==> config.mk <==
export PLATFORM = sky130hd
export DESIGN_NAME = debug_queue
export DESIGN_NICKNAME = d
export VERILOG_FILES = /design/src/core_pkg.sv /design/src/debug_queue.sv
export SDC_FILE = /design/constraint.sdc
export NUM_CORES = 1
export LEC_CHECK = 0
export BUFFER_PORTS_ARGS = -buffer_cell sky130_fd_sc_hd__buf_2
export CORE_MARGIN = 3
export CORE_UTILIZATION = 55
export DETAILED_ROUTE_END_ITERATION = 8
export PLACE_DENSITY_LB_ADDON = 0.1
export SYNTH_ARGS = -nofsm -noshare
export SYNTH_HDL_FRONTEND = slang
export SYNTH_SLANG_ARGS = --single-unit
==> constraint.sdc <==
create_clock -name clk -period 26 [get_ports clk]
set_input_delay 5.2 -clock clk [delete_from_list [all_inputs] [get_ports clk]]
set_output_delay 5.2 -clock clk [all_outputs]
set_load 0.02 [all_outputs]
==> src/core_pkg.sv <==
package core_pkg;

    // ========================================================================
    // widths and register numbers
    // ========================================================================
    typedef logic [31:0] word_t;
    typedef logic [31:0] addr_t;
    typedef logic [4:0]  regid_t;

    localparam regid_t R0 = 5'd0;   // hardwired zero.
    localparam regid_t RA = 5'd31;  // link target.

    typedef enum logic [2:0] {
        FU_NONE, ALU, BRU, AGU, HILO, CP0, MLT
    } fu_t;

    typedef enum logic [3:0] {
        OP_ADD, OP_SUB, OP_LINK, OP_LW, OP_SW,
        OP_MFHI, OP_MFLO, OP_MTHI, OP_MTLO,
        OP_MFC0_EPC, OP_MFC0_BADVADDR, OP_ERET, OP_MULT
    } op_t;

    typedef enum logic [4:0] {
        EX_INT  = 5'd0,
        EX_ADEL = 5'd4,
        EX_ADES = 5'd5,
        EX_SYS  = 5'd8,
        EX_BP   = 5'd9,
        EX_RI   = 5'd10,
        EX_OV   = 5'd12,
        EX_NONE = 5'd31   // no exception.
    } ecode_t;

    // ========================================================================
    // pipeline payloads
    // ========================================================================
    typedef struct packed {
        logic   valid;
        addr_t  pc;
        fu_t    fu;
        op_t    op;
        regid_t rs;
        regid_t rt;
        regid_t target_reg;
        word_t  imm;        // already sign extended.
        logic   syscall;
        logic   brk;
        logic   ri;
    } micro_op_t;

    typedef struct packed {
        micro_op_t [1:0] lane;  // lane 0 is older.
    } issue_bundle_t;

    typedef struct packed {
        logic        valid;
        addr_t       pc;
        fu_t         fu;
        regid_t      target_reg;
        word_t       result;
        logic [63:0] product;
        logic        write_hi;
        logic        write_lo;
        logic        ov;
        logic        adel;
        logic        ades;
        logic        sys;
        logic        bp;
        logic        ri;
        logic        eret;
        addr_t       badvaddr;
    } lane_result_t;

    typedef struct packed {
        lane_result_t [1:0] lane;
    } exec_result_t;

    typedef struct packed {
        logic   exception_en;
        logic   eret;
        logic   bd;
        addr_t  epc;
        addr_t  badvaddr;
        ecode_t exe_code;
    } cp0_update_t;

    typedef struct packed {
        logic       exl;
        logic [7:0] im;
        logic [7:0] ip;
        addr_t      epc;
        addr_t      badvaddr;
    } cp0_view_t;

    typedef struct packed {
        addr_t  pc;
        logic   wen;
        regid_t wnum;
        word_t  wdata;
    } trace_t;

    typedef struct packed {
        logic   valid;
        ecode_t exe_code;
        logic   bd;
        addr_t  epc;
        addr_t  badvaddr;
    } exc_report_t;

endpackage

==> src/debug_queue.sv <==
module debug_queue #(
    parameter int TRACE_DEPTH = 8
) (
    input  logic             clk,
    input  logic             rst,
    input  core_pkg::trace_t trace0,
    input  core_pkg::trace_t trace1,
    input  logic [1:0]       trace_push,
    output logic             trace_valid,
    output core_pkg::trace_t trace,
    output logic             overflow
);

    localparam int PTR_W = (TRACE_DEPTH > 1) ? $clog2(TRACE_DEPTH) : 1;
    localparam int CNT_W = $clog2(TRACE_DEPTH + 1) + 1;  // spare bit for overflow.

    core_pkg::trace_t mem [TRACE_DEPTH];
    logic [PTR_W-1:0] wr_ptr;
    logic [PTR_W-1:0] rd_ptr;
    logic [CNT_W-1:0] count;
    logic [CNT_W-1:0] count_next;
    logic [1:0]       n_push;
    logic             pop;

    function automatic logic [PTR_W-1:0] wrap_inc(input logic [PTR_W-1:0] p);
        return (p == PTR_W'(TRACE_DEPTH - 1)) ? '0 : p + 1'b1;
    endfunction

    assign pop         = count != '0;
    assign n_push      = {1'b0, trace_push[0]} + {1'b0, trace_push[1]};
    assign count_next  = count + CNT_W'(n_push) - CNT_W'(pop);
    assign overflow    = count_next > CNT_W'(TRACE_DEPTH);
    assign trace_valid = pop;
    assign trace       = mem[rd_ptr];

    always_ff @(posedge clk) begin
        if (rst) begin
            wr_ptr <= '0;
            rd_ptr <= '0;
            count  <= '0;
        end else begin
            if (pop)
                rd_ptr <= wrap_inc(rd_ptr);
            if (n_push == 2'd2)
                wr_ptr <= wrap_inc(wrap_inc(wr_ptr));
            else if (n_push == 2'd1)
                wr_ptr <= wrap_inc(wr_ptr);
            count <= count_next;
        end
    end

    // lane 0 lands first, lane 1 right behind it.
    always_ff @(posedge clk) begin
        if (trace_push[0])
            mem[wr_ptr] <= trace0;
        if (trace_push[1])
            mem[trace_push[0] ? wrap_inc(wr_ptr) : wr_ptr] <= trace1;
    end

endmodule

==> results.md, run 1 <==
- Global-route wire length before repair: 106000 microns
- Layout Nets: roughly 1900
- Sequential power share: between 40% and 50%
- Layout Skew: 0.00979 ns
- Fmax: 77.1 MHz
- Final Hold Vio Count: 0
- Register area share after synthesis: 59.0%
- Slowest stage cell, crit path: fa_1
- M1 WL: 29500 microns
- Sw Share: 30.0%
- Longest Clk Path Bufs: 3
- Pleak: 11.2 nW
- Number of endpoints failing setup at the final stage: 0
- Syn Nets: between 1500 and 2000
- Largest net degree at the start of global routing: 67
- Top Metal Used: met5
- Worst Setup Start Kind: primary input
- Initial Util: 56.1%
- Hold Crit Class: reg -> reg
- Power Density: between 80 and 90 nW/um^2
- Layout cell share with drive strength beyond 1: around three fifths
- Worst Tran Pin Value: about 1.1 ns
- Final Wtd Congestion: around 0.77
- Ys Warns: 0
- CTS tree: built
- Antenna viol nets, final: 0
- Post-cts sizing count: 0
- Critical path arrival: approximately 7.8 ns
- Setup Fix Bufs, Post-CTS: 0
- Crit-path max cell delay: around 0.45 ns
- Combinational power share: 30.8%
- Initial DRC count: between 1000 and 1500
- Mapped Cells: around 1500
- IO buf count: roughly 220
- Critical Setup Path Class: in -> out
- Vias in the first global route: between 15000 and 20000
- Post-synthesis cell area: 29000 sq um
- Synth top area share: between 50% and 60%
- Max_cap viols: 0
- Status: completed
- Syn Area/Cell: 18.7 sq um
- Worst VDD drop: approximately 61 uV
- Final worst path period need: between 10 and 15 ns
- Worst slew margin: 24.0%
- Routed wl met3: between 4000 and 5000 microns
- Row cnt: 83
- Final Max Slew Viols: 0
- Main area contributors after synthesis: edfxtp_1, mux2_2, mux4_2
- Drt first pass iters: 5
- Final period util: ~50%
- Die Span Y: approximately 240 microns
- Gr ovfl total: 0
- Ys async rst share: 0%
- Via/cell ratio: between 6 and 7
- Pre-CTS WS: approximately 13 ns
- Hold buffers post-CTS: 0
- Worst-path clk slew: 0.05 ns
- Crit path max fanout: 13
- I/O pin cnt: 216
- Yosys cell types: 41
- Core Footprint: 51700 sq um
- Post-synth EDFFs: 560
- Initial antenna violation count: 20
- DIE WIDTH: ~240 microns
- Main flop type after synthesis: edfxtp_1
- CTS buffer count: 60
- Seq cells post-synth: 574
- Final worst slack: 13.03 ns
- Mean routed wirelength per cell: 28.2 microns
- Leading area contributor after synthesis: edfxtp_1
- CP most frequent cell: inv_1
- Clock Root Buffer: clkbuf_16
- Residual DRC: 0
- Net Sw Power: 0.000829 W
- Area grow syn2layout: 11.7%
- Data required, critical path: about 21 ns
- GRT Total Usage: about a quarter
- Htree depth: 2
- Clock Power Share: about 28%
- Die Area: ~56000 sq um
- # clock sinks: 574
- RSZ-0062 raised after global routing: false
- CP Capture Type: primary output
- Cell Int Power: 0.00193 W
- Chain of cells forming the critical path: buf_2 > inv_1 > ha_1 > inv_1 > ha_1 > inv_1 > ha_1 > inv_1 > fa_1 > nand2b_1 > a21oi_1 > xnor2_1 > o21ai_0 > buf_2
- Post-DP HPWL: roughly 38000 microns
- Routed wl met2: 35400 microns
- Vias: around 15000
- Drt total wl: about 70000 microns
- Setup TNS: 0 ns
- Clock latency at the later pin of the worst-skew pair: between 0.6 and 0.7 ns
==> synth_stat cells, types with 4 or more instances <==
cell,instances
mux2_2,556
buf_2,29
buf_6,16
nor2_1,11
mux2_4,69
xnor2_1,6
mux4_2,140
edfxtp_1,560
ha_1,15
clkbuf_1,28
dfxtp_1,14
buf_4,26
nand3_2,6
nand2_1,4
a21oi_1,5
o21ai_0,6
inv_1,15
mux2_1,5
==> registers in the layout (all words and copies together), names as in the netlist, named ones only <==
name,flops
count,5
mem,560
rd_ptr,3
wr_ptr,3
==> power groups by stage <==
stage / registers, W / logic (W) / clock network [W]
floorplan: 0.00115 / 0.000630 / 0
global placement: 0.00116 / 0.000853 / 0
detailed placement: 0.00116 / 0.000861 / 0
CTS: 0.00114 / 0.000865 / 0.000785
global route: 0.00115 / 0.000911 / 0.000819
finish: 0.00114 / 0.000849 / 0.000770
==> final cells by class <==
class                      instances  area, sq um
antenna                            9         22.5
clock buffer                      86         1620
clock inverter                    21         90.1
fill                            3779        19300
inverter                          15         56.3
multi-input combinational        856        11300
sequential                       574        17100
tap                              680          851
timing repair buffer             245         1300
==> through the flow <==
stage	hold WS [ns]	cell area (sq um)	util, %	instances	total power, W
final	0.529	32400	62.6	2486	0.00276
after floorplan	0.488	29000	-	1547	0.00178
after global placement	0.519	30700	59.3	2370	0.00201
after global routing	0.566	32400	62.6	2482	0.00288
after CTS	0.532	32400	62.6	2477	0.00279
after detailed placement	0.525	30700	59.3	2370	0.00202
==> path summary, 6_finish.rpt <==
path / endpoint / startpoint / cells past startpoint / slack [ns]
worst min register to register: flop / rd_ptr[0] / 2 / 0.53
worst min-delay path: flop / rd_ptr[0] / 2 / 0.53
worst max register to register: mem[3][45] / wr_ptr[0] / 8 / 21.18
worst max-delay path: overflow / trace_push[0] / 14 / 13.03
==> routing by layer <==
metal	track usage [%]	vias to the layer above
met3	5.00	100
met4	5.99	24
met1	34.8	8126
met5	0	-
li1	-	6765
met2	42.3	369
==> layout by cell type, fill, tap and decap left out, types with 2 or more instances in the layout <==
cell,netlist,final
clkbuf_16,0,61
nor2b_1,3,3
a21oi_1,5,5
nor3_1,2,2
o21ai_0,6,2
o32ai_1,3,2
nand2_1,4,4
clkinv_1,0,14
mux2_4,69,69
buf_4,26,30
xnor2_1,6,6
mux4_2,140,140
o41ai_2,0,2
ha_1,15,15
edfxtp_1,560,560
dfxtp_1,14,11
dfxtp_4,0,3
clkinv_2,0,6
o21ai_4,1,5
mux2_2,556,556
nor3b_1,3,3
nand3_4,0,6
mux2_1,5,5
nand2b_1,2,2
mux2i_1,3,3
clkbuf_1,28,25
inv_1,15,15
nor2_1,11,11
diode_2,0,9
buf_2,29,215
==> critical path, delay by kind of cell <==
family | cells | cell delay [ns]
buffers and inverters | 6 | 0.79
adders and majority gates | 4 | 1.21
xor gates and xnor gates | 1 | 0.15
AOI/OAI and AO/OA | 2 | 0.26
and+or+nand+nor | 1 | 0.16
==> logic make-up after synthesis <==
| group | share of synthesized area, % |
|---|---|
| DFF | 59.0 |
| xor gates and xnor gates | 0.181 |
| adders and majority gates | 0.716 |
| AOI/OAI and AO/OA | 0.604 |
| and+or+nand+nor | 0.803 |
| muxes | 36.3 |
| buffers and inverters | 2.39 |
(Power assumes the default switching activity.)
==> run 2: changes to the inputs <==
==> constraint.sdc (replaced) <==
create_clock -name clk -period 11.2 [get_ports clk]
set_input_delay 2.24 -clock clk [delete_from_list [all_inputs] [get_ports clk]]
set_output_delay 2.24 -clock clk [all_outputs]
set_load 0.02 [all_outputs]
==> run 2 against run 1 <==
  * Hold slack gained 0.0082 ns
  * Routed wire length grew 0.33%
  * Cell count shrank 0.12%
  * Critical path depth is the same
  * Sequential power grew 130%
  * Highest routed layer unchanged
  * Via count shrank 0.19%
  * Sequential share of layout area shrank 0.23 points
  * Non-clock buffer count shrank 2
  * Largest cell class unchanged
  * Register-to-register slack lost 15 ns
  * Die area is the same
==> results.md, run 2 (synthesized netlist as in run 1, its figures left out) <==
- Flop-to-flop setup slack: ~6.7 ns
- Largest registers: mem (560), count (5)
- I/O pin cnt: roughly 220
- Final worst path period need: between 7 and 8 ns
- Setup TNS: 0 ns
- Post-DP HPWL: 37300 microns
- Antenna viol nets, final: 0
- Fmax: 142 MHz
- Final Max Slew Viols: 0
- Sequential power share: roughly two fifths
- Layout Skew: roughly 0.017 ns
- Die Span Y: about 240 microns
- GRT Total Usage: 25.3%
- Largest register by flop count: mem
- Worst slew margin: between 20 and 30%
- Largest net degree at the start of global routing: around 100
- Largest register FFs: between 500 and 600
- Longest Clk Path Bufs: 3
- Worst VDD drop: 175 uV
- Sw Share: between 20 and 30%
- Clock Root Buffer: clkbuf_16
- Most common library cell in the layout ignoring fill and taps: edfxtp_1
- Clock Power Share: between 20% and 30%
- Net Sw Power: ~0.0020 W
- Htree depth: 2
- Data required, critical path: between 8 and 9 ns
- Hold Slack: 0.538 ns
- Power Density: about 200 nW/um^2
- Core Footprint: slightly above 50000 sq um
- Via/cell ratio: slightly above 6
- Setup Fix Bufs, Post-CTS: 0
- Reg-to-Reg End: mem[3][37]
- IO buf count: 215
- Hold buffers post-CTS: 0
- Final period util: between 60% and 70%
- Worst Setup Start Kind: primary input
- Finished Layout Cells: approximately 2500
- RSZ-0062 raised after global routing: false
- Die Area: around 56000 sq um
- Vias: around 15000
- Vias in the first global route: roughly 17000
- Status: completed
- Drt first pass iters: 5
- Area grow syn2layout: 12.2%
- CTS tree: built
- # clock sinks: approximately 570
- Crit path max fanout: 13
- Commonest cells after routing, fill and taps aside: edfxtp_1, mux2_2, buf_2, mux4_2, mux2_4
- Number of endpoints failing setup at the final stage: 0
- Worst-path clk slew: roughly 0.060 ns
- Final Hold Vio Count: 0
- Initial DRC count: ~1400
- Seq. cell area: 17100 sq um
- Initial antenna violation count: 19
- Gr ovfl total: 0
- CTS buffer count: 60
- Critical path arrival: 4.79 ns
- Drt total wl: slightly above 70000 microns
- Finished Core Util: ~63%
- Worst R2R Path Depth: 8
- Layout cell share with drive strength beyond 1: 61.8%
- Post-cts sizing count: 0
- Worst Tran Pin Value: 1.04 ns
- Clock latency at the later pin of the worst-skew pair: roughly 0.62 ns
- Placed Cells: between 2000 and 2500
- Residual DRC: 0
- Mean routed wirelength per cell: 28.3 microns
- Row cnt: 83
- Cell Int Power: roughly 0.0046 W
- Reg-to-Reg Start: wr_ptr[0]
- DIE WIDTH: 236 microns
- Worst Hold Path Cells: 2
- Critical Setup Path Class: in -> out
- Max_cap viols: 0
- Multi-input gate area: between 10000 and 15000 sq um
- CP Capture Type: primary output
- Global-route wire length before repair: roughly 110000 microns
- Final-layout fill cell count: around 3700
- Pleak: around 11 nW
- Final Wtd Congestion: about 0.75
- Combinational power share: about 30%
- Layout Nets: roughly 1900
- Initial Util: approximately 56%
- Min-delay src: rd_ptr[0]
- Hold Crit Class: reg -> reg
[run 2: final cells by class]
| cell class | count | share of cell area (%) |
|---|---|---|
| clock inverters | 35 | 0.885 |
| well taps | 680 | 2.62 |
| multi-input cells | 856 | 34.9 |
| flip-flops and latches | 574 | 52.6 |
| repair buffers | 243 | 3.99 |
| clock buffers | 73 | 4.83 |
| inverters | 15 | 0.173 |
| diodes | 7 | 0.0538 |
[run 2: critical path: stages]
cell and delay (ns):
buf_2 0.23, inv_1 0.23, ha_1 0.34, inv_1 0.04
ha_1 0.26, inv_1 0.05, ha_1 0.16, inv_1 0.07
fa_1 0.44, nand2b_1 0.15, a21oi_1 0.17, xnor2_1 0.15
o21ai_0 0.10, buf_2 0.16
[run 2: worst max path at each step]
stage,startpoint,end,slack (ns),cells after the start
2_1_floorplan,trace_push[0],mem[0][0],0.79,3
3_3_place_gp,trace_push[0],overflow,4.19,14
3_5_place_dp,trace_push[0],overflow,4.13,14
4_1_cts,trace_push[0],overflow,4.13,14
5_1_grt,trace_push[0],overflow,3.86,14
6_report,trace_push[0],overflow,4.17,14
[run 2: metal layers]
layer	vias to the layer above	share of wire (%)	global-route usage (%)
li1	6741	-	-
met3	112	6.3	4.73
met1	8041	42	34.8
met2	441	50	41.8
met5	-	0.17	0
met4	20	2.0	6.67
[run 2: through the flow]
step | power [W] | worst slack (ns) | area [sq um]
2_1_floorplan | 0.00412 | 0.789 | 29000
6_report | 0.00655 | 4.17 | 32500
5_1_grt | 0.00683 | 3.86 | 32500
3_5_place_dp | 0.00471 | 4.13 | 30700
4_1_cts | 0.00662 | 4.13 | 32500
3_3_place_gp | 0.00468 | 4.19 | 30700
[run 2: power by group through the flow]
stage               Clock, W  Combinational [W]  Sequential [W]
floorplan                  0            0.00146         0.00266
global placement           0            0.00197         0.00272
detailed placement         0            0.00198         0.00272
CTS                  0.00196            0.00199         0.00268
global route         0.00204            0.00210         0.00269
finish               0.00193            0.00195         0.00267
