$ cat src/core_pkg.sv
package core_pkg;

    // ========================================================================
    // widths and register numbers
    // ========================================================================
    typedef logic [31:0] word_t;
    typedef logic [31:0] addr_t;
    typedef logic [4:0]  regid_t;

    localparam regid_t R0 = 5'd0;   // hardwired zero.
    localparam regid_t RA = 5'd31;  // link target.

    typedef enum logic [2:0] {
        FU_NONE, ALU, BRU, AGU, HILO, CP0, MLT
    } fu_t;

    typedef enum logic [3:0] {
        OP_ADD, OP_SUB, OP_LINK, OP_LW, OP_SW,
        OP_MFHI, OP_MFLO, OP_MTHI, OP_MTLO,
        OP_MFC0_EPC, OP_MFC0_BADVADDR, OP_ERET, OP_MULT
    } op_t;

    typedef enum logic [4:0] {
        EX_INT  = 5'd0,
        EX_ADEL = 5'd4,
        EX_ADES = 5'd5,
        EX_SYS  = 5'd8,
        EX_BP   = 5'd9,
        EX_RI   = 5'd10,
        EX_OV   = 5'd12,
        EX_NONE = 5'd31   // no exception.
    } ecode_t;

    // ========================================================================
    // pipeline payloads
    // ========================================================================
    typedef struct packed {
        logic   valid;
        addr_t  pc;
        fu_t    fu;
        op_t    op;
        regid_t rs;
        regid_t rt;
        regid_t target_reg;
        word_t  imm;        // already sign extended.
        logic   syscall;
        logic   brk;
        logic   ri;
    } micro_op_t;

    typedef struct packed {
        micro_op_t [1:0] lane;  // lane 0 is older.
    } issue_bundle_t;

    typedef struct packed {
        logic        valid;
        addr_t       pc;
        fu_t         fu;
        regid_t      target_reg;
        word_t       result;
        logic [63:0] product;
        logic        write_hi;
        logic        write_lo;
        logic        ov;
        logic        adel;
        logic        ades;
        logic        sys;
        logic        bp;
        logic        ri;
        logic        eret;
        addr_t       badvaddr;
    } lane_result_t;

    typedef struct packed {
        lane_result_t [1:0] lane;
    } exec_result_t;

    typedef struct packed {
        logic   exception_en;
        logic   eret;
        logic   bd;
        addr_t  epc;
        addr_t  badvaddr;
        ecode_t exe_code;
    } cp0_update_t;

    typedef struct packed {
        logic       exl;
        logic [7:0] im;
        logic [7:0] ip;
        addr_t      epc;
        addr_t      badvaddr;
    } cp0_view_t;

    typedef struct packed {
        addr_t  pc;
        logic   wen;
        regid_t wnum;
        word_t  wdata;
    } trace_t;

    typedef struct packed {
        logic   valid;
        ecode_t exe_code;
        logic   bd;
        addr_t  epc;
        addr_t  badvaddr;
    } exc_report_t;

endpackage

$ cat src/cp0_regs.sv
module cp0_regs (
    input  logic                  clk,
    input  logic                  rst,
    input  logic [5:0]            ext_int,
    input  core_pkg::cp0_update_t cp0_upd,
    output core_pkg::cp0_view_t   cp0
);

    logic            exl;
    logic [7:0]      ip;
    core_pkg::addr_t epc;
    core_pkg::addr_t badvaddr;

    // status and sampled interrupt lines.
    always_ff @(posedge clk) begin
        if (rst) begin
            exl <= 1'b0;
            ip  <= '0;
        end else begin
            ip <= {ext_int, 2'b00};  // software bits stay clear.
            if (cp0_upd.exception_en)
                exl <= 1'b1;
            else if (cp0_upd.eret)
                exl <= 1'b0;
        end
    end

    always_ff @(posedge clk) begin
        if (cp0_upd.exception_en) begin
            epc <= cp0_upd.epc;
            if (cp0_upd.exe_code == core_pkg::EX_ADEL || cp0_upd.exe_code == core_pkg::EX_ADES)
                badvaddr <= cp0_upd.badvaddr;
        end
    end

    assign cp0.exl      = exl;
    assign cp0.im       = 8'hff;  // every line unmasked.
    assign cp0.ip       = ip;
    assign cp0.epc      = epc;
    assign cp0.badvaddr = badvaddr;

endmodule

$ cat config.mk
export PLATFORM = sky130hd
export DESIGN_NAME = cp0_regs
export DESIGN_NICKNAME = d
export VERILOG_FILES = /design/src/core_pkg.sv /design/src/cp0_regs.sv
export SDC_FILE = /design/constraint.sdc
export NUM_CORES = 1
export LEC_CHECK = 0
export BUFFER_PORTS_ARGS = -buffer_cell sky130_fd_sc_hd__clkbuf_2
export CORE_MARGIN = 5
export CORE_UTILIZATION = 43
export CTS_CLUSTER_DIAMETER = 200
export DETAILED_ROUTE_END_ITERATION = 10
export GPL_TIMING_DRIVEN = 0
export PLACE_DENSITY = 0.84
export SLEW_MARGIN = 20
export SYNTH_ARGS = -nofsm -noshare
export SYNTH_HDL_FRONTEND = slang
export SYNTH_SLANG_ARGS = --single-unit
export TNS_END_PERCENT = 5
$ cat constraint.sdc
create_clock -name clk -period 3.73 [get_ports clk]
set_clock_uncertainty 0.1 [all_clocks]
set_input_delay 0 -clock clk [delete_from_list [all_inputs] [get_ports clk]]
set_output_delay 0 -clock clk [all_outputs]
set_load 0.05 [all_outputs]
==> impl_metrics.tcl, run 1 <==
set metrics [dict create \
    cp-startpoint "cp0_upd[71]" \
    placed_area_um2 3110 \
    root_buffer "clkbuf_8" \
    globalplace.congestion 0.791 \
    grt_pass1_vias 1986 \
    fin_crit_sh 0.575 \
    overflow 0 \
    ant_nets 0 \
    hold_viol 0 \
    syn_area_per_cell_um2 23.5 \
    tns_ns 0 \
    powerDensity_nw_per_um2 442 \
    hold_class "input port to flop" \
    path_class "input port to flop" \
    peakVddDrop_mv 0.409 \
    die_area_um2 6740 \
    clkPwrFrac 0.303 \
    slew_headroom 0.468 \
    yosysSeqAreaShare 0.923 \
    via_per_inst 4.30 \
    syn_to_final_growth_pct 83.1 \
    setup_violations 0 \
    htreeDepth 3 \
    status "finished clean" \
    internal_power_mw 1.32 \
    fp.dieH_um 82.1 \
    cts.path.max_buffers 2 \
    min_from "cp0_upd[1]" \
    synth.area.top_cells "edfxtp_1 (86%), dfxtp_1 (6.3%), buf_4 (3.7%), nor2b_1 (1.7%), nand2b_4 (0.62%)" \
    antenna_found_initial 0 \
    num_vias 1795 \
    clk_pin_slew_ns 0.07 \
    netlist_area_um2 2230 \
    power.leakage_nw 1.84 \
    power.switching_uw 486 \
    synth_edf_count 64 \
    start_util 0.440 \
    clk_latency_ns 0.32 \
    postCtsSetupBuffers 0 \
    grt.total_usage 0.222 \
    max-cap-violations 0 \
    period_needed_ns 2.15 \
    synth_flop_cell "edfxtp_1" \
    numClockSinks 71 \
    layout.nets 422 \
    switching_share 0.269 \
    tightest_slew_ns 0.799 \
    fillers 271 \
    die_w_um 82.1 \
    async_reset_ff_frac 0 \
    crit_path_end_kind "flop" \
    cts_hold_buffers 79 \
    regToRegStartpoint "exl" \
    io_buffers 148 \
    num_io_pins 161 \
    syn_inst 95 \
    rsz0062_at_grt "false" \
    drv_slew 0 \
    synth_top_cell_by_area "edfxtp_1" \
    design_area_um2 4090 \
    synth_cell_types 10 \
    ctsResizeCount 0 \
    wl_per_cell_um 17.4 \
    ys_ff_latch 71 \
    power_frac_seq 0.511 \
    dp_slack_ns 1.65 \
    core_area_um2 5070 \
    arrival_ns 1.99 \
    cts_buffers 9 \
    dp_hpwl_um 4190 \
    synth_top_area_share 0.861 \
    synth_warnings 0 \
    synthTopCellsByCount "edfxtp_1 (64), buf_4 (11), dfxtp_1 (7), nor2b_1 (6), conb_1 (2)" \
    setup_slack_ns 1.58 \
    clock.fmax_ghz 0.466 \
    num_rows 26 \
    grt_max_degree 35 \
    required_ns 3.58 \
    grt_pass1_wl_um 10600 \
    drive_above_1_share 0.513 \
    drc 0 \
    yosysMostFrequentCell "edfxtp_1" \
    routed_wl_um 7250 \
    antenna_cells 0 \
    dr.first_iter.drc_count 80 \
    critPathMaxFanout 34 \
    cts_tree "done" \
    startpoint_type "input port" \
    p_comb_frac 0.186 \
    drt_pass1_iterations 4 \
]
## cell type report
class	count	area, um^2	share of cell area
buffer	11	82.6	0.0202
clock buffer	13	169	0.0413
clock inverter	3	17.5	0.00428
inverter	1	3.75	0.000918
multi-input combinational	20	121	0.0297
sequential	71	2060	0.504
tap	70	87.6	0.0214
timing repair buffer	228	1550	0.378
## critical path, stage by stage
cell and delay, ns:
clkbuf_2 0.60, nand3b_1 0.22, nor3_4 0.23, dlygate4sd3_1 0.94
## logic make-up after synthesis
family | Yosys count | share of synthesized area
flip-flops | 71 | 0.923
AND/OR/NAND/NOR | 9 | 0.0308
AO/OA/AOI/OAI | 1 | 0.00392
buffers and inverters | 12 | 0.0387
other | 2 | 0.00336
## layout by cell type (no fill, tap or decap), drive strengths merged
cell and n:
buf 12, clkbuf 161, conb 10, edfxtp 64, clkinvlp 1, nor2b 6
clkinv 2, inv 1, a21oi 1, dfxtp 7, dlygate4sd3 79, nand2b 1
nor3 1, nand3b 1
## layer usage
metal / share of wire / wire [um] / GRT usage
met1: 0.36 / 2580 / 0.244
met2: 0.51 / 3710 / 0.393
met3: 0.12 / 842 / 0.0844
met4: 0.016 / 114 / 0.0714
met5: 0 / 0 / 0
## worst paths after layout
path / end / slack, ns / cells after the start
min: badvaddr[8] / 0.07 / 3
max: badvaddr[28] / 1.58 / 4
min reg2reg: exl / 1.01 / 3
max reg2reg: exl / 2.38 / 3
## sequential cells by signal (all words and copies together), names as in the netlist
name / count
ip: 6
exl: 1
badvaddr: 32
epc: 32
## through the flow
stage	utilization	hold slack (ns)	std cells	total power [mW]
2_1_floorplan	-	-0.0376	103	1.11
3_3_place_gp	0.609	0.0766	321	1.19
3_5_place_dp	0.613	0.0786	322	1.20
4_1_cts	0.806	0.0544	417	1.81
5_1_grt	0.806	0.0709	417	1.87
6_report	0.806	0.0747	417	1.81
## power groups by stage
stage	clock, mW	combinational (mW)	sequential [mW]
finish	0.547	0.336	0.924
global route	0.588	0.350	0.927
CTS	0.560	0.327	0.921
detailed placement	0	0.262	0.938
global placement	0	0.257	0.936
floorplan	0	0.0395	1.07
Note: power is estimated with default switching activity, not from simulation.
==> run 2: changes to the inputs <==
--- a/config.mk
+++ b/config.mk
@@ -5,13 +5,14 @@
 export SDC_FILE = /design/constraint.sdc
 export NUM_CORES = 1
 export LEC_CHECK = 0
+export ABC_AREA = 1
 export BUFFER_PORTS_ARGS = -buffer_cell sky130_fd_sc_hd__clkbuf_2
 export CORE_MARGIN = 5
-export CORE_UTILIZATION = 43
+export CORE_UTILIZATION = 40
 export CTS_CLUSTER_DIAMETER = 200
 export DETAILED_ROUTE_END_ITERATION = 10
 export GPL_TIMING_DRIVEN = 0
-export PLACE_DENSITY = 0.84
+export PLACE_DENSITY = 0.79
 export SLEW_MARGIN = 20
 export SYNTH_ARGS = -nofsm -noshare
 export SYNTH_HDL_FRONTEND = slang
==> constraint.sdc (replaced) <==
create_clock -name clk -period 2.02 [get_ports clk]
set_clock_uncertainty 0.1 [all_clocks]
set_input_delay 0 -clock clk [delete_from_list [all_inputs] [get_ports clk]]
set_output_delay 0 -clock clk [all_outputs]
set_load 0.05 [all_outputs]
==> run 2 against run 1 <==
Against the previous run: hold slack better by 0.049 ns; critical path depth fell by 1; combinational power grew 81%; die area grew 6.7%; synthesized cell count up 11%; global-route usage is 2.9 points lower; cell count up 2.2%; via count decreased by 0.89%; largest cell class unchanged; worst setup slack worse by 1.3 ns; utilization fell by 5.8 points.
==> impl_metrics.tcl, run 2 <==
set metrics [dict create \
    synthTopCellsByCount "edfxtp_1 (64), buf_4 (11), inv_1 (10), dfxtp_1 (7), nor2_1 (7)" \
    clk_pin_slew_ns 0.08 \
    grt_pass1_vias 1984 \
    htreeDepth 3 \
    dp_slack_ns -0.0397 \
    design_area_um2 4100 \
    clock.fmax_ghz 0.591 \
    whs_ns 0.123 \
    cts_buffers 9 \
    placed_area_um2 3100 \
    status "finished clean" \
    fp.dieH_um 84.8 \
    hold_class "input port to flop" \
    finish.utilization 0.748 \
    cts_tree "done" \
    tightest_slew_ns 0.855 \
    power.total_mw 3.48 \
    critPathMaxFanout 34 \
    syn_to_final_growth_pct 83.2 \
    hold_depth 4 \
    power.leakage_nw 1.87 \
    synth.area.top_cells "edfxtp_1 (86%), dfxtp_1 (6.3%), buf_4 (3.7%), inv_1 (1.7%), nor2_1 (1.2%)" \
    ant_nets 0 \
    grt.total_usage 0.193 \
    synth_edf_count 64 \
    grt_most_used_layer "met2" \
    yosysSeqAreaShare 0.922 \
    final_cell_count_no_fill 426 \
    num_vias 1779 \
    clk_latency_ns 0.32 \
    reg.largest.list "badvaddr: 32 flops, epc: 32 flops, ip: 6 flops" \
    via_per_inst 4.18 \
    grt_pass1_wl_um 10300 \
    antenna_found_initial 0 \
    synth_top_area_share 0.860 \
    die_w_um 84.8 \
    start_util 0.409 \
    setup_slack_ns 0.327 \
    setup_violations 0 \
    dr.first_iter.drc_count 66 \
    postCtsSetupBuffers 0 \
    grt_max_degree 35 \
    rsz0062_at_grt "false" \
    numClockSinks 71 \
    overflow 0 \
    dp_hpwl_um 4190 \
    tns_ns 0 \
    r2r_cells 3 \
    drt_pass1_iterations 4 \
    arrival_ns 1.55 \
    globalRouteMet3Util 0.0834 \
    synth_top_cell_by_area "edfxtp_1" \
    synth_warnings 0 \
    core_area_um2 5470 \
    drv_slew 0 \
    drive_above_1_share 0.494 \
    peakVddDrop_mv 0.678 \
    path_class "input port to flop" \
    netlist_area_um2 2240 \
    crit_path_end_kind "flop" \
    hold_viol 0 \
    drc 0 \
    layout.nets 430 \
    required_ns 1.87 \
    grt_use_met2 0.349 \
    yosysMostFrequentCell "edfxtp_1" \
    num_rows 27 \
    antenna_cells 0 \
    powerDensity_nw_per_um2 850 \
    period_needed_ns 1.69 \
    syn_area_per_cell_um2 21.3 \
    fillers 344 \
    max-cap-violations 0 \
    die_area_um2 7190 \
    dpl.cell_count 333 \
    slew_headroom 0.430 \
    synth_cell_types 9 \
    io_buffers 148 \
    cts.path.max_buffers 2 \
    num_io_pins 161 \
    fin_crit_sh 0.838 \
    final_cell_mix "clkbuf_2 (148), dlygate4sd3_1 (78), edfxtp_1 (64), buf_4 (11)" \
    root_buffer "clkbuf_8" \
    ys_ff_latch 71 \
    globalplace.congestion 0.771 \
    async_reset_ff_frac 0 \
    synth_flop_cell "edfxtp_1" \
    syn_inst 105 \
    grt_use_met1 0.198 \
    layout_commonest_cell "clkbuf_2" \
    wl_per_cell_um 15.7 \
    routed_wl_um 6690 \
    startpoint_type "input port" \
]
==> run 2: changes by cell type after synthesis, moves of 2 or more <==
cell / previous run / this run
inv_1: 1 / 10
nor2_1: 0 / 7
nor2b_1: 6 / 0
nand2_1: 0 / 2
==> run 2: layout make-up <==
class / instances / area (um^2) / area share
sequential: 71 / 2060 / 0.504
timing repair buffer: 226 / 1520 / 0.372
clock buffer: 9 / 124 / 0.0302
multi-input combinational: 21 / 91.3 / 0.0223
tap: 72 / 90.1 / 0.0220
clock inverter: 6 / 86.3 / 0.0211
buffer: 11 / 82.6 / 0.0202
inverter: 10 / 37.5 / 0.00917
==> run 2: worst paths after layout <==
check | start | to | slack [ns]
worst max-delay path | cp0_upd[71] | badvaddr[15] | 0.33
worst min-delay path | cp0_upd[3] | badvaddr[4] | 0.12
worst max register to register | exl | exl | 0.80
worst min register to register | exl | exl | 0.93
==> run 2: where the power goes <==
| group | total [mW] | switching, mW | internal [mW] |
|---|---|---|---|
| Sequential | 1.70 | 0.0217 | 1.68 |
| Clock | 1.17 | 0.487 | 0.686 |
| Combinational | 0.608 | 0.395 | 0.213 |
| Total | 3.48 | 0.904 | 2.58 |
==> run 2: logic make-up after synthesis <==
| group | synth area share |
|---|---|
| compound gates | 0.00224 |
| buf+inv | 0.0537 |
| simple gates | 0.0185 |
| flops | 0.922 |
| other cells | 0.00336 |
==> run 2: timing repair <==
item / CTS / global route
hold buffers: 78 / 0
hold endpoints to repair: 71 / 0
gates resized for setup: 0 / 0
==> run 2: critical path: stages <==
cell,delay [ns]
clkbuf_2,0.64
nand2_1,0.21
nor2_4,0.68
==> run 2: metal layers <==
metal	up-vias	routed length, um
met5	-	0
met4	0	99
met3	8	696
met2	110	3550
met1	820	2350
li1	841	-
==> run 3: changes to the inputs <==
--- a/config.mk
+++ b/config.mk
@@ -5,7 +5,7 @@
 export SDC_FILE = /design/constraint.sdc
 export NUM_CORES = 1
 export LEC_CHECK = 0
-export ABC_AREA = 1
+export ABC_AREA = 0
 export BUFFER_PORTS_ARGS = -buffer_cell sky130_fd_sc_hd__clkbuf_2
 export CORE_MARGIN = 5
 export CORE_UTILIZATION = 40
==> constraint.sdc (replaced) <==
create_clock -name clk -period 1.7 [get_ports clk]
set_clock_uncertainty 0.1 [all_clocks]
set_input_delay 0 -clock clk [delete_from_list [all_inputs] [get_ports clk]]
set_output_delay 0 -clock clk [all_outputs]
set_load 0.05 [all_outputs]
==> run 3 against run 2 <==
Against the previous run: clock power is 20% higher; worst setup slack got worse by 0.22 ns; sequential share of layout area shrank 0.43 points; critical endpoint is now badvaddr[7]; largest cell class unchanged.
==> impl_metrics.tcl, run 3 (synthesized netlist as in run 1, its figures left out) <==
set metrics [dict create \
    start_util 0.408 \
    numClockSinks 71 \
    drt_pass1_iterations 4 \
    dp_hpwl_um 3890 \
    drv_slew 0 \
    grt_max_degree 35 \
    r2r_cells 3 \
    min_from "cp0_upd[2]" \
    htreeDepth 3 \
    root_buffer "clkbuf_8" \
    grt_pass1_wl_um 10200 \
    required_ns 1.62 \
    arrival_ns 1.52 \
    cts_buffers 9 \
    status "finished clean" \
    final_cell_mix "clkbuf_2 (147), dlygate4sd3_1 (80), edfxtp_1 (64), buf_4 (11), conb_1 (10)" \
    hold_depth 3 \
    fp.dieH_um 84.7 \
    overflow 0 \
    met1_length_um 2470 \
    regToRegStartpoint "exl" \
    setup_violations 0 \
    drc 0 \
    hold_viol 0 \
    layout.nets 423 \
    powerDensity_nw_per_um2 1000 \
    max-cap-violations 0 \
    via_per_inst 4.10 \
    clk_pin_slew_ns 0.07 \
    hold_class "input port to flop" \
    period_needed_ns 1.59 \
    placed_area_um2 3120 \
    fin_crit_sh 0.938 \
    hold_path_end "badvaddr[24]" \
    startpoint_type "input port" \
    whs_ns 0.0706 \
    syn_to_final_growth_pct 84.9 \
    slowest_delay_ns 0.59 \
    postCtsSetupBuffers 0 \
    cts.path.max_buffers 2 \
    grt.total_usage 0.187 \
    globalplace.congestion 0.813 \
    cpLargestDelayFamily "buffers and inverters" \
    wl_per_cell_um 15.1 \
    core_area_um2 5470 \
    num_rows 27 \
    drive_above_1_share 0.506 \
    tightest_slew_ns 0.675 \
    grt_pass1_vias 2007 \
    die_area_um2 7180 \
    top_layer_used "met4" \
    r2r-end "exl" \
    num_io_pins 161 \
    io_buffers 148 \
    num_vias 1720 \
    antenna_found_initial 0 \
    antenna_cells 0 \
    path_cells "dlygate4sd3_1, clkbuf_2, nor3_4, buf_8" \
    wl_met3_um 747 \
    rsz0062_at_grt "false" \
    critPathMaxFanout 19 \
    cts_tree "done" \
    peakVddDrop_mv 0.694 \
    routed_wl_um 6350 \
    dr.first_iter.drc_count 75 \
    clock.fmax_ghz 0.627 \
    ant_nets 0 \
    power.leakage_nw 1.85 \
    cp_num_buf_inv 3 \
    wl_met2_um 3050 \
    cp_slowest_cell "nor3_4" \
    die_w_um 84.7 \
    worst-r2r-setup-slack_ns 0.45 \
    design_area_um2 4130 \
    layout_commonest_cell "clkbuf_2" \
    clk_latency_ns 0.32 \
    fillers 319 \
    reg.largest.list "badvaddr: 32 flops, epc: 32 flops, ip: 6 flops" \
    slew_headroom 0.549 \
    path_class "input port to flop" \
    crit_path_end_kind "flop" \
]
## run 3: where the power goes
group / total (mW) / switching (mW) / leakage [nW] / internal [mW]
Combinational: 0.727 / 0.468 / 1.08 / 0.259
Clock: 1.40 / 0.586 / 0.102 / 0.814
Sequential: 2.02 / 0.0260 / 0.661 / 1.99
Total: 4.15 / 1.08 / 1.85 / 3.07
## run 3: worst max path at each step
stage	start	endpoint	slack, ns	depth (start not counted)
after global placement	cp0_upd[71]	badvaddr[13]	-0.66	3
after global routing	cp0_upd[4]	badvaddr[21]	0.04	4
final	cp0_upd[4]	badvaddr[7]	0.11	4
after detailed placement	cp0_upd[71]	badvaddr[19]	-0.41	4
after floorplan	cp0_upd[3]	badvaddr[0]	0.22	2
after CTS	cp0_upd[4]	badvaddr[23]	0.13	4
## run 3: through the flow
stage / TNS, ns / instances / setup WS, ns / util / power, mW
5_1_grt: 0 / 420 / 0.0443 / 0.755 / 4.31
6_report: 0 / 420 / 0.105 / 0.755 / 4.15
2_1_floorplan: 0 / 103 / 0.215 / - / 2.44
4_1_cts: 0 / 420 / 0.131 / 0.755 / 4.17
3_3_place_gp: -20.89 / 323 / -0.655 / 0.567 / 2.62
3_5_place_dp: -10.44 / 324 / -0.409 / 0.569 / 2.63
## run 3: what timing repair did
action                     in CTS  in global routing
hold endpoints to repair       84                  0
setup endpoints to repair      19                  0
hold buffers                   80                  0
resized for setup               1                  0
## run 3: cell type report
class | instances | area [um^2] | share of cell area
Timing Repair Buffer | 229 | 1560 | 0.377
Clock inverter | 7 | 87.6 | 0.0212
Sequential cell | 71 | 2060 | 0.499
Inverter | 1 | 3.75 | 0.000909
Multi-Input combinational cell | 20 | 121 | 0.0294
Tap cell | 72 | 90.1 | 0.0218
Clock buffer | 9 | 124 | 0.0300
Buffer | 11 | 82.6 | 0.0200
## run 3: per-layer routing
metal | GRT usage | vias to the layer above
met1 | 0.214 | 769
li1 | - | 829
met2 | 0.305 | 113
met5 | 0 | -
met3 | 0.0834 | 9
met4 | 0.0791 | 0
## run 3: worst min-delay path, delay by kind of cell
| kind | cells | cell delay (ns) |
|---|---|---|
| buffers and inverters | 1 | 0.08 |
| and+or+nand+nor | 2 | 0.23 |
