===== src/core_pkg.sv =====
package core_pkg;

    // ========================================================================
    // widths and register numbers
    // ========================================================================
    typedef logic [31:0] word_t;
    typedef logic [31:0] addr_t;
    typedef logic [4:0]  regid_t;

    localparam regid_t R0 = 5'd0;   // hardwired zero.
    localparam regid_t RA = 5'd31;  // link target.

    typedef enum logic [2:0] {
        FU_NONE, ALU, BRU, AGU, HILO, CP0, MLT
    } fu_t;

    typedef enum logic [3:0] {
        OP_ADD, OP_SUB, OP_LINK, OP_LW, OP_SW,
        OP_MFHI, OP_MFLO, OP_MTHI, OP_MTLO,
        OP_MFC0_EPC, OP_MFC0_BADVADDR, OP_ERET, OP_MULT
    } op_t;

    typedef enum logic [4:0] {
        EX_INT  = 5'd0,
        EX_ADEL = 5'd4,
        EX_ADES = 5'd5,
        EX_SYS  = 5'd8,
        EX_BP   = 5'd9,
        EX_RI   = 5'd10,
        EX_OV   = 5'd12,
        EX_NONE = 5'd31   // no exception.
    } ecode_t;

    // ========================================================================
    // pipeline payloads
    // ========================================================================
    typedef struct packed {
        logic   valid;
        addr_t  pc;
        fu_t    fu;
        op_t    op;
        regid_t rs;
        regid_t rt;
        regid_t target_reg;
        word_t  imm;        // already sign extended.
        logic   syscall;
        logic   brk;
        logic   ri;
    } micro_op_t;

    typedef struct packed {
        micro_op_t [1:0] lane;  // lane 0 is older.
    } issue_bundle_t;

    typedef struct packed {
        logic        valid;
        addr_t       pc;
        fu_t         fu;
        regid_t      target_reg;
        word_t       result;
        logic [63:0] product;
        logic        write_hi;
        logic        write_lo;
        logic        ov;
        logic        adel;
        logic        ades;
        logic        sys;
        logic        bp;
        logic        ri;
        logic        eret;
        addr_t       badvaddr;
    } lane_result_t;

    typedef struct packed {
        lane_result_t [1:0] lane;
    } exec_result_t;

    typedef struct packed {
        logic   exception_en;
        logic   eret;
        logic   bd;
        addr_t  epc;
        addr_t  badvaddr;
        ecode_t exe_code;
    } cp0_update_t;

    typedef struct packed {
        logic       exl;
        logic [7:0] im;
        logic [7:0] ip;
        addr_t      epc;
        addr_t      badvaddr;
    } cp0_view_t;

    typedef struct packed {
        addr_t  pc;
        logic   wen;
        regid_t wnum;
        word_t  wdata;
    } trace_t;

    typedef struct packed {
        logic   valid;
        ecode_t exe_code;
        logic   bd;
        addr_t  epc;
        addr_t  badvaddr;
    } exc_report_t;

endpackage


===== src/commit.sv =====
module commit (
    input  core_pkg::exec_result_t exec_result,
    input  core_pkg::cp0_view_t    cp0,
    output core_pkg::regid_t       wa0,
    output core_pkg::regid_t       wa1,
    output core_pkg::word_t        wd0,
    output core_pkg::word_t        wd1,
    output logic                   we0,
    output logic                   we1,
    output logic                   write_hi,
    output logic                   write_lo,
    output core_pkg::word_t        hi_data,
    output core_pkg::word_t        lo_data,
    output core_pkg::cp0_update_t  cp0_upd,
    output core_pkg::trace_t       trace0,
    output core_pkg::trace_t       trace1,
    output logic [1:0]             trace_push
);

    // in-lane priority of synchronous causes.
    function automatic core_pkg::ecode_t lane_cause(input core_pkg::lane_result_t r);
        if (r.ri)
            return core_pkg::EX_RI;
        else if (r.ov)
            return core_pkg::EX_OV;
        else if (r.sys)
            return core_pkg::EX_SYS;
        else if (r.bp)
            return core_pkg::EX_BP;
        else if (r.adel)
            return core_pkg::EX_ADEL;
        else if (r.ades)
            return core_pkg::EX_ADES;
        return core_pkg::EX_NONE;
    endfunction

    core_pkg::lane_result_t l0;
    core_pkg::lane_result_t l1;
    core_pkg::ecode_t       cause0;
    core_pkg::ecode_t       cause1;
    core_pkg::word_t [1:0]  wd;
    logic [1:0]             we;
    logic [1:0]             keep;
    logic                   int_taken;
    logic                   exc0;
    logic                   exc1;

    assign l0        = exec_result.lane[0];
    assign l1        = exec_result.lane[1];
    assign cause0    = lane_cause(l0);
    assign cause1    = lane_cause(l1);
    assign int_taken = l0.valid && !cp0.exl && |(cp0.ip & cp0.im);

    // ========================================================================
    // exception ranking
    // ========================================================================
    always_comb begin
        exc0             = 1'b0;
        exc1             = 1'b0;
        cp0_upd          = '0;
        cp0_upd.exe_code = core_pkg::EX_NONE;
        if (int_taken) begin
            exc0             = 1'b1;
            cp0_upd.epc      = l0.pc + 32'd4;
            cp0_upd.exe_code = core_pkg::EX_INT;
        end else if (l0.valid && cause0 != core_pkg::EX_NONE) begin
            exc0             = 1'b1;
            cp0_upd.epc      = l0.pc;
            cp0_upd.exe_code = cause0;
            cp0_upd.badvaddr = l0.badvaddr;
        end else if (l1.valid && cause1 != core_pkg::EX_NONE) begin
            exc1             = 1'b1;
            cp0_upd.epc      = l1.pc;
            cp0_upd.exe_code = cause1;
            cp0_upd.badvaddr = l1.badvaddr;
            if (l0.valid && l0.fu == core_pkg::BRU) begin
                cp0_upd.bd  = 1'b1;  // lane 1 sits in the delay slot.
                cp0_upd.epc = l1.pc - 32'd4;
            end
        end
        cp0_upd.exception_en = exc0 || exc1;
        keep[0] = l0.valid && !exc0;
        keep[1] = l1.valid && !exc0 && !exc1;
        cp0_upd.eret = !cp0_upd.exception_en
                     && ((keep[0] && l0.eret) || (keep[1] && l1.eret));
    end

    // register and hi/lo writes; lane 1 overrides lane 0.
    always_comb begin
        core_pkg::lane_result_t r;
        write_hi = 1'b0;
        write_lo = 1'b0;
        hi_data  = '0;
        lo_data  = '0;
        for (int i = 0; i < 2; i++) begin
            r     = exec_result.lane[i];
            we[i] = keep[i] && r.target_reg != core_pkg::R0;
            wd[i] = we[i] ? r.result : '0;
            if (keep[i] && r.fu == core_pkg::MLT) begin
                write_hi = 1'b1;
                write_lo = 1'b1;
                hi_data  = r.product[63:32];
                lo_data  = r.product[31:0];
            end
            if (keep[i] && r.write_hi) begin
                write_hi = 1'b1;
                hi_data  = r.result;
            end
            if (keep[i] && r.write_lo) begin
                write_lo = 1'b1;
                lo_data  = r.result;
            end
        end
    end

    assign wa0 = l0.target_reg;
    assign wa1 = l1.target_reg;
    assign wd0 = wd[0];
    assign wd1 = wd[1];
    assign we0 = we[0];
    assign we1 = we[1];

    assign trace0     = '{pc: l0.pc, wen: we[0], wnum: l0.target_reg, wdata: wd[0]};
    assign trace1     = '{pc: l1.pc, wen: we[1], wnum: l1.target_reg, wdata: wd[1]};
    assign trace_push = keep;

endmodule


===== config.mk =====
export PLATFORM = sky130hd
export DESIGN_NAME = commit
export DESIGN_NICKNAME = d
export VERILOG_FILES = /design/src/core_pkg.sv /design/src/commit.sv
export SDC_FILE = /design/constraint.sdc
export NUM_CORES = 1
export LEC_CHECK = 0
export ABC_AREA = 1
export BUFFER_PORTS_ARGS = -buffer_cell sky130_fd_sc_hd__clkbuf_2
export CAP_MARGIN = 40
export CORE_AREA = 2 2 307 309
export DETAILED_ROUTE_END_ITERATION = 8
export DIE_AREA = 0 0 309 311
export MAX_ROUTING_LAYER = met4
export PLACE_DENSITY_LB_ADDON = 0.12
export SLEW_MARGIN = 15
export SYNTH_ARGS = -nofsm -noshare
export SYNTH_HDL_FRONTEND = slang
export SYNTH_SLANG_ARGS = --single-unit

===== constraint.sdc =====
create_clock -name vclk -period 2.2
set_input_delay 0.33 -clock vclk [all_inputs]
set_output_delay 0.33 -clock vclk [all_outputs]
set_load 0.05 [all_outputs]

==> results of run 1 <==
## cells by family after synthesis
| family | synth area share |
|---|---|
| xor gates and xnor gates | 0.0342 |
| buffers and inverters | 0.345 |
| AOI/OAI and AO/OA | 0.0715 |
| and+or+nand+nor | 0.546 |
| adders and majority gates | 0.00306 |
## metal layers
metal,share of wire,routed length (µm),track usage,vias to the layer above
met3,0.053,4070,0.0255,33
met5,0,0,-,-
li1,-,-,-,6890
met2,0.50,37800,0.257,477
met4,0.0088,675,0.0127,0
met1,0.44,33800,0.179,6338
## final cells by class
| cell class | instances | area, µm² |
|---|---|---|
| Inverter | 343 | 1340 |
| Tap cell | 1254 | 1570 |
| Timing Repair Buffer | 1034 | 10600 |
| Antenna cell | 13 | 32.5 |
| Fill cell | 10566 | 71000 |
| Multi-Input combinational cell | 1193 | 8240 |
## worst max-delay path, stage by stage
cell	delay (ps)
buf_8	100
nor3_4	210
nand3_2	130
nand2_4	140
buf_6	140
buf_6	120
nand3_4	170
buf_6	200
clkbuf_16	180
nor2_2	90
nand2_1	90
nand3_4	80
nand2_4	60
nand2_4	80
buf_12	130
## how the worst max path moves through the flow
stage	from	to	slack [ps]	cells after the start
global route	exec_result[34]	lo_data[10]	-540	15
detailed placement	cp0[70]	hi_data[29]	-690	16
floorplan	exec_result[34]	wd1[0]	-400	10
CTS	exec_result[38]	lo_data[27]	-490	17
finish	exec_result[34]	hi_data[2]	-410	15
global placement	cp0[70]	hi_data[26]	-680	16
## cells in the mapped netlist (2+ instances only)
library cell	number	share of area
nand2_1	573	0.26
inv_1	338	0.15
nor2_1	256	0.12
buf_4	155	0.14
nand3_1	115	0.070
nand4_1	84	0.064
buf_2	42	0.026
clkbuf_1	36	0.017
a22oi_1	35	0.032
xor2_1	22	0.024
nor3_1	21	0.013
a21oi_1	18	0.011
o21ai_0	18	0.011
xnor2_1	10	0.011
a31oi_1	9	0.0069
buf_1	5	0.0023
inv_2	5	0.0023
nand2_2	4	0.0031
nand3_2	3	0.0037
nor2_2	3	0.0023
o21bai_1	3	0.0028
a211oi_1	2	0.0018
a32o_1	2	0.0024
ha_1	2	0.0031
nor3b_1	2	0.0018
nor4_1	2	0.0015
## timing repair
item                       CTS  global route
pin swaps                   40           155
gates cloned                11            21
gates resized for setup    270           617
hold endpoints to repair     0             0
setup buffers               16            33
setup endpoints to repair  272           271
## power by group
group          switching [µW]  internal (µW)
clock                       0       0.000677
combinational            2960           1970
sequential                  0              0
## stage by stage
| step | area [µm²] | setup slack (ps) | total power (µW) |
|---|---|---|---|
| 6_report | 21800 | -409 | 4940 |
| 5_1_grt | 21800 | -536 | 5210 |
| 4_1_cts | 19200 | -494 | 4580 |
| 3_5_place_dp | 17600 | -693 | 4350 |
| 3_3_place_gp | 17600 | -683 | 4380 |
| 2_1_floorplan | 9710 | -400 | 2390 |
==> flow_summary.json, run 1 <==
{
  "io_buffers": 729,
  "setup.worst_path.start_class": "input port",
  "nFlopsAndLatches": 0,
  "fmax_mhz": 383,
  "detail-route-antenna-nets": 0,
  "nets": 3011,
  "hold_buffers": 0,
  "ios": 793,
  "hold_violations": 0,
  "firstDrtPassIters": 5,
  "grt_setup_unrepaired": "yes",
  "grt_max_degree": 48,
  "drc": 0,
  "synthCells": 1775,
  "critPathRequiredTime_ps": 1870,
  "crit_fanout": 6,
  "worst_pin_slew_ps": 398,
  "final_common_cell": "clkbuf_2",
  "first_global_vias": 13784,
  "overflow": 0,
  "ys.warnings.count": 0,
  "min_to": "trace1[38]",
  "avgSynthCellArea_um2": 4.61,
  "wire_per_inst_um": 19.9,
  "cellLeakagePower_uw": 0.0111,
  "hp-class": "input port to primary output",
  "fp.dieH_um": 311,
  "hold_path_depth": 2,
  "fin_cells": 3837,
  "vias_per_cell": 3.58,
  "utilization": 0.235,
  "violations": "negative setup slack",
  "place_inst": 3754,
  "worstPathArrival_ps": 2280,
  "slew_headroom": 0.735,
  "finalCriticalPeriod_ps": 2610,
  "yosysSeqAreaShare": 0,
  "hold_slack_ps": 975,
  "hpwl_mm": 59.2,
  "slew_viol_final": 0,
  "path_class": "input port to primary output",
  "grt_pass1_wl_mm": 99.5,
  "drtIter0Drc": 567,
  "drv_cap": 0,
  "grt_use_total": 0.146,
  "p_per_area_mw_per_mm2": 227,
  "clkbuf_count": 0,
  "setup_viol": 269,
  "synth_nets": 2214,
  "peakVddDrop_v": 0.000122,
  "setup-tns-final_ps": -72850,
  "syn_area_mm2": 0.00819,
  "regArea_um2": 0,
  "initial_core_util": 0.0883,
  "hp-start": "exec_result[323]",
  "drive_above_1_share": 0.606,
  "worst_slack_ps": -409,
  "fin_crit_sh": 1.19,
  "via_count": 13738,
  "die_w_um": 309,
  "gp_congestion": 0.814,
  "core_area_mm2": 0.0928,
  "synthDistinctLibCells": 36,
  "wl_mm": 76.3,
  "outcome": "finished, violations left",
  "syn2layout_area_growth_pct": 166,
  "dieArea_mm2": 0.0961,
  "end_kind": "primary output",
  "antenna_found_initial": 12,
  "final_cell_mix": "clkbuf_2, nand2_1, inv_1",
  "rows": 112
}
Note: power is estimated with default switching activity, not from simulation.
==> run 2, diff against run 1 <==
==> constraint.sdc (replaced) <==
create_clock -name vclk -period 2.64
set_input_delay 0.396 -clock vclk [all_inputs]
set_output_delay 0.396 -clock vclk [all_outputs]
set_load 0.05 [all_outputs]
==> run 2 against run 1 <==
Die area stayed put. Flip-flop and latch count is the same. Largest power group unchanged. Setup slack gained 290 ps. Cell count down 1.1%. The run still ends with negative setup slack left. Combinational power fell by 24%. First-iteration DRC count is 2.8% lower.
==> flow_summary.json, run 2 (synthesized netlist as in run 1, its figures left out) <==
{
  "outcome": "finished, violations left",
  "violations": "negative setup slack",
  "syn2layout_area_growth_pct": 131,
  "io_buffers": 729,
  "wl_mm": 75.7,
  "worst_slack_ps": -117,
  "ios": 793,
  "grtUsageMet1": 0.168,
  "antenna_found_initial": 28,
  "setup.worst_path.start_class": "input port",
  "initial_core_util": 0.0883,
  "grt_setup_unrepaired": "yes",
  "path_class": "input port to primary output",
  "grt_use_total": 0.149,
  "hpwl_mm": 64.8,
  "peakVddDrop_v": 0.000119,
  "die_w_um": 309,
  "slew_viol_final": 0,
  "dp_slack_ps": -307,
  "worstPathCellList": "clkbuf_2 > nor3_4 > nand3_2 > nand2_4 > nand2_4 > nor2_8 > buf_12 > buf_8 > nand2_4 > nor2_4 > clkinv_8 > buf_16 > nor2_4 > buf_12",
  "use_met2": 0.265,
  "gr-usage-met3": 0.0443,
  "fill_cells": 10813,
  "gp_congestion": 0.810,
  "worstPathArrival_ps": 2360,
  "hp-class": "input port to primary output",
  "firstDrtPassIters": 5,
  "first_global_vias": 13417,
  "slew_headroom": 0.645,
  "regArea_um2": 0,
  "hold_violations": 0,
  "overflow": 0,
  "core_area_mm2": 0.0928,
  "multi_input_area_mm2": 0.00651,
  "clkbuf_count": 0,
  "dieArea_mm2": 0.0961,
  "fmax_mhz": 363,
  "drc": 0,
  "finalCriticalPeriod_ps": 2760,
  "worst_pin_slew_ps": 532,
  "end_kind": "primary output",
  "final_common_cell": "clkbuf_2",
  "drive_above_1_share": 0.491,
  "detail-route-antenna-nets": 0,
  "grt.busiest_layer": "met2",
  "crit_fanout": 7,
  "fin_crit_sh": 1.04,
  "critPathSlowestCell": "nor3_4",
  "final_cell_mix": "clkbuf_2, nand2_1, inv_1",
  "via_count": 13461,
  "drv_cap": 0,
  "cellLeakagePower_uw": 0.0101,
  "critPathRequiredTime_ps": 2240,
  "crit_top_cell": "nand2_4",
  "rows": 112,
  "hold_buffers": 0,
  "power_uw": 3750,
  "hold_slack_ps": 1110,
  "setup_viol": 103,
  "p_per_area_mw_per_mm2": 198,
  "fp.dieH_um": 311,
  "vias_per_cell": 3.55,
  "place_inst": 3732,
  "nets": 2957,
  "cpPeakStageDelay_ps": 200,
  "nFlopsAndLatches": 0,
  "wire_per_inst_um": 20.0,
  "grt_pass1_wl_mm": 100,
  "grt_max_degree": 70,
  "drtIter0Drc": 551,
  "fin_cells": 3793
}
run 2: cell count changes in the layout (fill, tap and decap cells not counted), sizes merged:
cell,delta
buf,-69
clkbuf,+16
diode,+10
bufbuf,-1
run 2: per-stage QoR:
step	setup TNS [ps]	util	area [µm²]
after floorplan	-685	-	8900
after global placement	-40970	0.183	16900
after detailed placement	-35760	0.183	16900
after CTS	-2160	0.193	17900
after global routing	-16050	0.204	18900
final	-5020	0.204	18900
run 2: final timing paths:
kind / slack [ps] / end / from / cells past startpoint
max: -120 / wd1[14] / exec_result[35] / 14
min: 1110 / trace0[38] / exec_result[145] / 2
run 2: power by group:
part | switching (µW) | total (µW) | leakage [µW] | internal (µW)
Clock | 0 | 0.00117 | 0.000000146 | 0.00117
Sequential | 0 | 0 | 0 | 0
Combinational | 2300 | 3750 | 0.0101 | 1450
run 2: cell type report:
| type | instances | share of cell area |
|---|---|---|
| Inverter | 343 | 0.0696 |
| Timing Repair Buffer | 980 | 0.501 |
| Antenna cell | 23 | 0.00304 |
| Tap cell | 1254 | 0.0828 |
| Multi-Input combinational cell | 1193 | 0.344 |
run 2: what timing repair did:
item | 4_1_cts | 5_1_grt
setup endpoints to repair | 247 | 219
gates resized for setup | 211 | 254
setup buffers | 10 | 16
gates cloned | 5 | 9
endpoints found under the hold margin | 0 | 0
pin swaps | 23 | 14
run 2: worst max-delay path, delay by kind of cell:
family	cells	cell delay (ps)
and+or+nand+nor	8	1060
buffers and inverters	6	860
run 2: layer usage:
| layer | part of all wire | up-vias |
|---|---|---|
| met5 | 0 | - |
| met4 | 0.013 | 0 |
| met3 | 0.087 | 29 |
| met2 | 0.50 | 555 |
| met1 | 0.40 | 6103 |
| li1 | - | 6774 |
==> run 3, diff against run 2 <==
--- a/config.mk
+++ b/config.mk
@@ -8,11 +8,12 @@
 export ABC_AREA = 1
 export BUFFER_PORTS_ARGS = -buffer_cell sky130_fd_sc_hd__clkbuf_2
 export CAP_MARGIN = 40
-export CORE_AREA = 2 2 307 309
+export CORE_AREA = 2 2 305 307
 export DETAILED_ROUTE_END_ITERATION = 8
-export DIE_AREA = 0 0 309 311
+export DIE_AREA = 0 0 307 309
 export MAX_ROUTING_LAYER = met4
 export PLACE_DENSITY_LB_ADDON = 0.12
+export SETUP_SLACK_MARGIN = 0.2
 export SLEW_MARGIN = 15
 export SYNTH_ARGS = -nofsm -noshare
 export SYNTH_HDL_FRONTEND = slang
==> constraint.sdc (replaced) <==
create_clock -name vclk -period 2.5
set_input_delay 0.375 -clock vclk [all_inputs]
set_output_delay 0.375 -clock vclk [all_outputs]
set_load 0.05 [all_outputs]
==> run 3 against run 2 <==
The run still ends with negative setup slack left. Total power grew 13%. Global-route usage down 0.91 points. Hold slack got worse by 43 ps.
==> flow_summary.json, run 3 (synthesized netlist as in run 1, its figures left out) <==
{
  "setup.worst_path.start_class": "input port",
  "ios": 793,
  "vias_per_cell": 3.64,
  "hpwl_mm": 57.9,
  "wire_per_inst_um": 19.1,
  "grt_setup_unrepaired": "yes",
  "drtIter0Drc": 550,
  "violations": "negative setup slack",
  "hold_violations": 0,
  "cellLeakagePower_uw": 0.0103,
  "p_per_area_mw_per_mm2": 208,
  "fp.dieH_um": 309,
  "rows": 111,
  "dp_slack_ps": -395,
  "nFlopsAndLatches": 0,
  "fmax_mhz": 374,
  "slew_viol_final": 0,
  "grt_use_total": 0.140,
  "worstPathArrival_ps": 2300,
  "final_common_cell": "clkbuf_2",
  "grt_max_degree": 55,
  "fin_crit_sh": 1.07,
  "fill_cells": 10485,
  "syn2layout_area_growth_pct": 148,
  "core_area_mm2": 0.0914,
  "clkbuf_count": 0,
  "io_buffers": 729,
  "outcome": "finished, violations left",
  "hold_path_depth": 2,
  "worst_slack_ps": -176,
  "peakVddDrop_v": 0.000111,
  "first_global_vias": 13702,
  "slew_headroom": 0.613,
  "antenna_found_initial": 6,
  "gp_congestion": 0.817,
  "drc": 0,
  "worst_pin_slew_ps": 581,
  "dieArea_mm2": 0.0949,
  "die_w_um": 307,
  "via_count": 13432,
  "hold_buffers": 0,
  "detail-route-antenna-nets": 0,
  "overflow": 0,
  "regArea_um2": 0,
  "critPathRequiredTime_ps": 2120,
  "path_class": "input port to primary output",
  "setup-tns-final_ps": -15930,
  "initial_core_util": 0.0896,
  "final_cell_mix": "clkbuf_2, nand2_1, inv_1",
  "finalCriticalPeriod_ps": 2680,
  "firstDrtPassIters": 5,
  "crit_fanout": 11,
  "nets": 2944,
  "end_kind": "primary output",
  "grt_pass1_wl_mm": 95.7,
  "setup_viol": 222,
  "wl_mm": 70.5,
  "drive_above_1_share": 0.545,
  "drv_cap": 0,
  "hp-class": "input port to primary output"
}
run 3: worst max-delay path, cell delays in order:
cell and delay (ps):
clkbuf_2 100, nor2_2 230, nand3_2 130, nand2_4 120
buf_12 140, nand3_2 70, buf_6 140, clkinvlp_4 120
buf_12 120, nand2_8 100, buf_12 200, nor2_4 240
buf_12 170
run 3: worst paths after layout:
check / from / slack, ps / to
worst min-delay path: exec_result[145] / 1070 / trace0[38]
worst max-delay path: exec_result[37] / -180 / wd0[2]
run 3: power breakdown:
| part | switching [µW] | internal (µW) | total, µW | leakage (µW) |
|---|---|---|---|---|
| Sequential | 0 | 0 | 0 | 0 |
| Combinational | 2540 | 1700 | 4230 | 0.0103 |
| Clock | 0 | 0.000322 | 0.000322 | 0.0000000380 |
run 3: cell type report:
type	count	area, µm²	area share
antenna	6	15.0	0.000738
inverter	343	1340	0.0657
multi-input combinational	1193	7530	0.370
tap	1186	1480	0.0730
timing repair buffer	967	9970	0.490
run 3: through the flow:
stage          std cells  hold slack (ps)   util  cell area, µm²  power (µW)
2_1_floorplan       1775              905      -            9690        2100
3_3_place_gp        3625             1070  0.183           16800        3710
3_5_place_dp        3625             1070  0.183           16800        3700
4_1_cts             3658             1070  0.206           18800        4000
5_1_grt             3695             1070  0.222           20300        4450
6_report            3695             1070  0.222           20300        4230
run 3: repair_timing:
item	CTS	global route
resized for setup	388	368
gates cloned	8	9
pin swaps	48	76
setup endpoints to repair	272	272
buffers inserted	25	22
run 3: per-layer routing:
layer	up-vias	track usage	wire, µm
met5	-	-	0
met1	6200	0.173	30900
li1	6720	-	-
met2	490	0.252	35300
met4	0	0.0144	667
met3	22	0.0180	3630
